[src/logic/mfp_defs.svh]
`ifndef MFP_DEFS_SVH
`define MFP_DEFS_SVH

// Number of identical RAM banks behind the decoder
`define MFP_N_BANKS 4

// Words per bank
`define MFP_BANK_WORDS 256

// Clock cycles per serial bit, short for simulation
`define MFP_UART_CLKS_PER_BIT 8

// Record address that closes a load
`define MFP_LOADER_END_ADDR 32'hffff_ffff

`endif
[src/logic/mfp_pkg.sv]
package mfp_pkg;

    typedef logic [31:0] mfp_word_t;    // Data word
    typedef logic [31:0] mfp_addr_t;    // Byte address

    // AHB-Lite transfer type
    typedef logic [1:0] mfp_htrans_t;

    localparam mfp_htrans_t HTRANS_IDLE   = 2'b00;
    localparam mfp_htrans_t HTRANS_NONSEQ = 2'b10;

    // Boot loader FSM
    typedef enum logic [1:0] {
        LDR_IDLE       = 2'd0,
        LDR_COLLECT    = 2'd1,
        LDR_ADDR_PHASE = 2'd2,
        LDR_DATA_PHASE = 2'd3
    } mfp_loader_state_t;

endpackage

[src/logic/mfp_uart_loader.sv]
`timescale 1ns/1ps

`include "mfp_defs.svh"

module mfp_uart_loader (
    input  logic                hclk,
    input  logic                arst_n,
    input  logic                uart_rx,
    input  logic                hready,
    output mfp_pkg::mfp_addr_t  loader_haddr,
    output mfp_pkg::mfp_htrans_t loader_htrans,
    output logic                loader_hwrite,
    output mfp_pkg::mfp_word_t  loader_hwdata,
    output logic                loader_busy
);

    import mfp_pkg::*;

    logic              rx_valid;
    logic [7:0]        rx_byte;
    mfp_loader_state_t state;
    logic [2:0]        byte_cnt;
    mfp_addr_t         rec_addr;
    mfp_word_t         rec_data;
    mfp_addr_t         next_addr;
    logic              take_byte;

    mfp_uart_receiver receiver (
        .hclk     ( hclk     ),
        .arst_n   ( arst_n   ),
        .uart_rx  ( uart_rx  ),
        .rx_valid ( rx_valid ),
        .rx_byte  ( rx_byte  )
    );

    assign take_byte = rx_valid && (state == LDR_IDLE || state == LDR_COLLECT);

    // Address as it stands once the current byte is shifted in
    assign next_addr = {rec_data[7:0], rec_addr[31:8]};

    // Record bytes flow through data into address, so after eight bytes
    // the first four sit in rec_addr
    always_ff @(posedge hclk) begin
        if (take_byte) begin
            rec_addr <= next_addr;
            rec_data <= {rx_byte, rec_data[31:8]};
        end
    end

    always_ff @(posedge hclk or negedge arst_n) begin
        if (!arst_n) begin
            state       <= LDR_IDLE;
            byte_cnt    <= '0;
            loader_busy <= 1'b0;
        end else begin
            if (take_byte) begin
                byte_cnt <= byte_cnt + 1'b1;
            end
            case (state)
                LDR_IDLE: begin
                    if (rx_valid) begin
                        state       <= LDR_COLLECT;
                        loader_busy <= 1'b1;     // Take the bus
                    end
                end
                LDR_COLLECT: begin
                    if (rx_valid && byte_cnt == 3'd7) begin
                        if (next_addr == `MFP_LOADER_END_ADDR) begin
                            state       <= LDR_IDLE;
                            loader_busy <= 1'b0;
                        end else begin
                            state <= LDR_ADDR_PHASE;
                        end
                    end
                end
                LDR_ADDR_PHASE: begin
                    if (hready) state <= LDR_DATA_PHASE;
                end
                LDR_DATA_PHASE: begin
                    if (hready) state <= LDR_COLLECT;
                end
                default: state <= LDR_IDLE;
            endcase
        end
    end

    assign loader_haddr  = rec_addr;
    assign loader_hwdata = rec_data;
    assign loader_htrans = (state == LDR_ADDR_PHASE) ? HTRANS_NONSEQ : HTRANS_IDLE;
    assign loader_hwrite = (state == LDR_ADDR_PHASE);

    // Loader only drives transfers while it owns the bus
    a_no_transfer_when_idle: assert property (
        @(posedge hclk) disable iff (!arst_n)
        loader_htrans == HTRANS_NONSEQ |-> loader_busy
    );

endmodule

[src/logic/mfp_uart_receiver.sv]
`timescale 1ns/1ps

`include "mfp_defs.svh"

module mfp_uart_receiver (
    input  logic       hclk,
    input  logic       arst_n,
    input  logic       uart_rx,
    output logic       rx_valid,
    output logic [7:0] rx_byte
);

    localparam int CLKS_PER_BIT = `MFP_UART_CLKS_PER_BIT;
    localparam int CNT_W        = $clog2(CLKS_PER_BIT);

    logic             rx_meta;
    logic             rx_sync;
    logic             rx_prev;
    logic             active;
    logic [3:0]       bit_cnt;      // 0 start, 1..8 data, 9 stop
    logic [CNT_W-1:0] clk_cnt;
    logic [7:0]       shift_reg;

    // Two-flop synchronizer, line idles high
    always_ff @(posedge hclk or negedge arst_n) begin
        if (!arst_n) begin
            rx_meta <= 1'b1;
            rx_sync <= 1'b1;
            rx_prev <= 1'b1;
        end else begin
            rx_meta <= uart_rx;
            rx_sync <= rx_meta;
            rx_prev <= rx_sync;
        end
    end

    always_ff @(posedge hclk or negedge arst_n) begin
        if (!arst_n) begin
            active   <= 1'b0;
            bit_cnt  <= '0;
            clk_cnt  <= '0;
            rx_valid <= 1'b0;
        end else begin
            rx_valid <= 1'b0;
            if (!active) begin
                if (rx_prev && !rx_sync) begin      // Start bit edge
                    active  <= 1'b1;
                    bit_cnt <= '0;
                    clk_cnt <= CNT_W'(CLKS_PER_BIT / 2 - 1);
                end
            end else if (clk_cnt != '0) begin
                clk_cnt <= clk_cnt - 1'b1;
            end else begin
                clk_cnt <= CNT_W'(CLKS_PER_BIT - 1);
                bit_cnt <= bit_cnt + 1'b1;
                if (bit_cnt == 4'd0 && rx_sync) begin
                    active <= 1'b0;                 // Glitch, not a start bit
                end else if (bit_cnt == 4'd9) begin
                    active   <= 1'b0;
                    rx_valid <= rx_sync;            // Bad stop bit drops the frame
                end
            end
        end
    end

    // Data bits arrive LSB first
    always_ff @(posedge hclk) begin
        if (active && clk_cnt == '0 && bit_cnt >= 4'd1 && bit_cnt <= 4'd8) begin
            shift_reg <= {rx_sync, shift_reg[7:1]};
        end
    end

    assign rx_byte = shift_reg;

endmodule

[config.mk]
export PLATFORM = sky130hd
export DESIGN_NAME = mfp_uart_loader
export DESIGN_NICKNAME = d
export VERILOG_FILES = /design/src/logic/mfp_pkg.sv /design/src/logic/mfp_uart_loader.sv /design/src/logic/mfp_uart_receiver.sv
export VERILOG_INCLUDE_DIRS = /design/src /design/src/logic
export SDC_FILE = /design/constraint.sdc
export NUM_CORES = 1
export LEC_CHECK = 0
export BUFFER_PORTS_ARGS = -buffer_cell sky130_fd_sc_hd__buf_2
export CORE_MARGIN = 2
export CORE_UTILIZATION = 40
export DETAILED_ROUTE_END_ITERATION = 6
export HOLD_SLACK_MARGIN = 0.1
export PLACE_DENSITY = 0.6
export SYNTH_ARGS = -nofsm -noshare
export SYNTH_HDL_FRONTEND = slang
export SYNTH_SLANG_ARGS = --single-unit
[constraint.sdc]
create_clock -name hclk -period 4.1 [get_ports hclk]
set_input_delay 0.82 -clock hclk [delete_from_list [all_inputs] [get_ports hclk]]
set_output_delay 0.82 -clock hclk [all_outputs]
set_load 0.02 [all_outputs]
==> impl_metrics.json <==
{
  "cpLargestDelayFamily": "buffers and inverters",
  "max_freq_mhz": 411.6,
  "crit_path_top_delay_cell": "inv_2",
  "cts-htree-levels": 3,
  "ant_nets": 0,
  "fin_nets": 266,
  "synth_mux_area_frac": 0.01018,
  "rows": 32,
  "cts_root_buf": "clkbuf_8",
  "outcome": "complete, no violations",
  "vias": 1719,
  "synth_top_area_frac": 0.6766,
  "fin_crit_ns": 2.429,
  "place_ws_ns": 1.648,
  "wl_per_cell_um": 14.86,
  "gr-total-overflow": 0,
  "setup_viol": 0,
  "syn2layout_area_growth_pct": 19.81,
  "n_antenna_cell": 0,
  "setup_ws_ns": 1.671,
  "clkSinkCount": 90,
  "path_max_fanout": 44,
  "slowest_delay_ns": 0.70,
  "synth_area_leaders": "edfxtp_1 (68%), dfrtp_1 (12%), ha_1 (4.3%)",
  "syn_nets": 187,
  "synth_warnings": 0,
  "drv_cap": 0,
  "cp_cell_sequence": "inv_1 > ha_1 > o21ai_1 > inv_2 > buf_4",
  "core_um2": 7727,
  "min_period_over_period": 0.5925,
  "tightest_slew_ns": 1.172,
  "synth-seq-cells": 90,
  "worst_setup_path_end_kind": "register",
  "drc": 0,
  "grt_start_max_net_pins": 45,
  "synth_xor_area_frac": 0.008222,
  "clkLatencyLatePin_ns": 0.35,
  "crit_required_ns": 4.12,
  "synth-simple-area-share": 0.06382,
  "top_level_ports": 72,
  "start_kind": "register",
  "r2r_start": "state[1]",
  "clockBufferDepth": 2,
  "dieHeight_um": 93.38,
  "yosys.area.top_type": "edfxtp_1",
  "rsz0062_at_grt": "no",
  "synth_seq_area_share": 0.8187,
  "use_met3": 0.04915,
  "drv_slew": 0,
  "ir_worst_vdd_mv": 0.1867,
  "power_density_nw_per_um2": 478.7,
  "fin_area_um2": 3829,
  "syn_area_per_cell_um2": 18.58,
  "final.setup.tns_ns": 0,
  "finalHoldViolCount": 0,
  "routabilityCongestion": 0.7985,
  "cts_resized": 0,
  "drive_gt1_frac": 0.3608,
  "netlist_instances": 172,
  "ys_types": 37,
  "post_cts_buffers": 0,
  "synth_compound_area_frac": 0.03915,
  "p_leak_uw": 0.001497,
  "grt_pass1_wl_um": 8397,
  "dpl_cell_area_um2": 3661,
  "syn_area_um2": 3196,
  "ctsHoldBuffers": 0,
  "drt-pass1-iter-count": 6,
  "min_from": "receiver.rx_meta",
  "synth_top_family_by_area": "simple AND/OR/NAND/NOR gates",
  "crit_arrival_ns": 2.45,
  "hold_ws_ns": 0.3550,
  "place_hpwl_um": 3664,
  "cts_tree": "built",
  "crit_type": "register to register",
  "die_w_um": 93.38,
  "synth_edf_count": 72,
  "hold_path_class": "register to register",
  "grt.busiest_layer": "met2",
  "antenna_found_initial": 0,
  "cts_buffers": 9,
  "wirelength_um": 5305,
  "viasPerCell": 4.815,
  "globalRouteMet1Util": 0.1766,
  "die-area_um2": 8720,
  "start_util": 0.4135,
  "slew_headroom": 0.2139,
  "synth.most_common_cell": "edfxtp_1",
  "cp_num_buf_inv": 3,
  "yosys.area_share.adder": 0.04307,
  "first_global_vias": 1661,
  "portBuffers": 70,
  "grtUsageMet2": 0.1900,
  "crit_start": "state[1]",
  "drtIter0Drc": 76,
  "grtUsageTotal": 0.1306,
  "clk_pin_slew_ns": 0.08,
  "synth_flop_cell": "edfxtp_1",
  "fin_worst_skew_ns": 0.01052,
  "ys_top_cells_by_count": "edfxtp_1 (72), dfrtp_1 (15), ha_1 (11)",
  "synth-async-reset-ratio": 0.2000
}
==> logic make-up (layout without fill, tap and decap cells) <==
family	after synthesis	count (layout)
flip-flops	90	90
AND/OR/NAND/NOR	36	36
AO/OA/AOI/OAI	17	17
adder cells (fa/ha/maj)	11	11
buffers and inverters	11	94
XOR/XNOR	3	3
multiplexers	3	3
other	1	1
==> layer usage <==
metal	up-vias	wire [um]
li1	815	-
met1	825	2386
met2	72	2370
met3	7	456
met4	0	91
met5	-	0
==> cell usage in the layout (no fill, tap or decap), drive strengths merged, types with 2 or more instances in the layout <==
cell,n
a21oi,3
buf,71
clkbuf,9
clkinv,4
dfrtp,15
dfstp,3
edfxtp,72
ha,11
inv,9
mux2,2
nand2,4
nand2b,3
nand4,10
nor2,6
nor2b,2
nor3,4
nor3b,2
nor4,2
o21ai,3
xor2,2
==> report_power, final <==
part	total (uW)	internal [uW]	switching, uW
clock	515	219	297
sequential	1090	1030	52.3
combinational	231	101	130
total	1830	1350	479
==> registers in the layout, indices dropped and copies added, names as in the netlist <==
register and cells:
receiver.rx_byte 8, byte_cnt 3, receiver.clk_cnt 3, receiver.rx_meta 1
receiver.rx_valid 1, receiver.active 1, receiver.bit_cnt 4, state 2
receiver.rx_prev 1, loader_busy 1, receiver.rx_sync 1, loader_hwdata 32
loader_haddr 32
==> stage by stage <==
step	util	std cells	power, uW
after floorplan	-	172	1287
after global placement	0.4738	342	1333
after detailed placement	0.4738	342	1339
after CTS	0.4955	357	1858
after global routing	0.4955	357	1941
final	0.4955	357	1833
==> final cells by class <==
cell class                 count  area (um^2)
clock buffer                   9        123.9
multi-input combinational     71        529.3
timing repair buffer          71        357.8
sequential                    90         2616
tap                          102        127.6
fill                         684         3899
clock inverter                 6        43.79
inverter                       8        30.03
==> final timing paths <==
path	slack [ns]	end	cells after the start
setup / recovery	1.67	loader_haddr[20]	5
hold / removal	0.36	receiver.rx_sync	0
setup reg to reg	1.67	loader_haddr[20]	5
hold reg to reg	0.36	receiver.rx_sync	0
max in group asynchronous	3.39	receiver.rx_meta	1
min in group asynchronous	0.39	receiver.active	1
No activity file was read; power rests on OpenSTA's default activity.
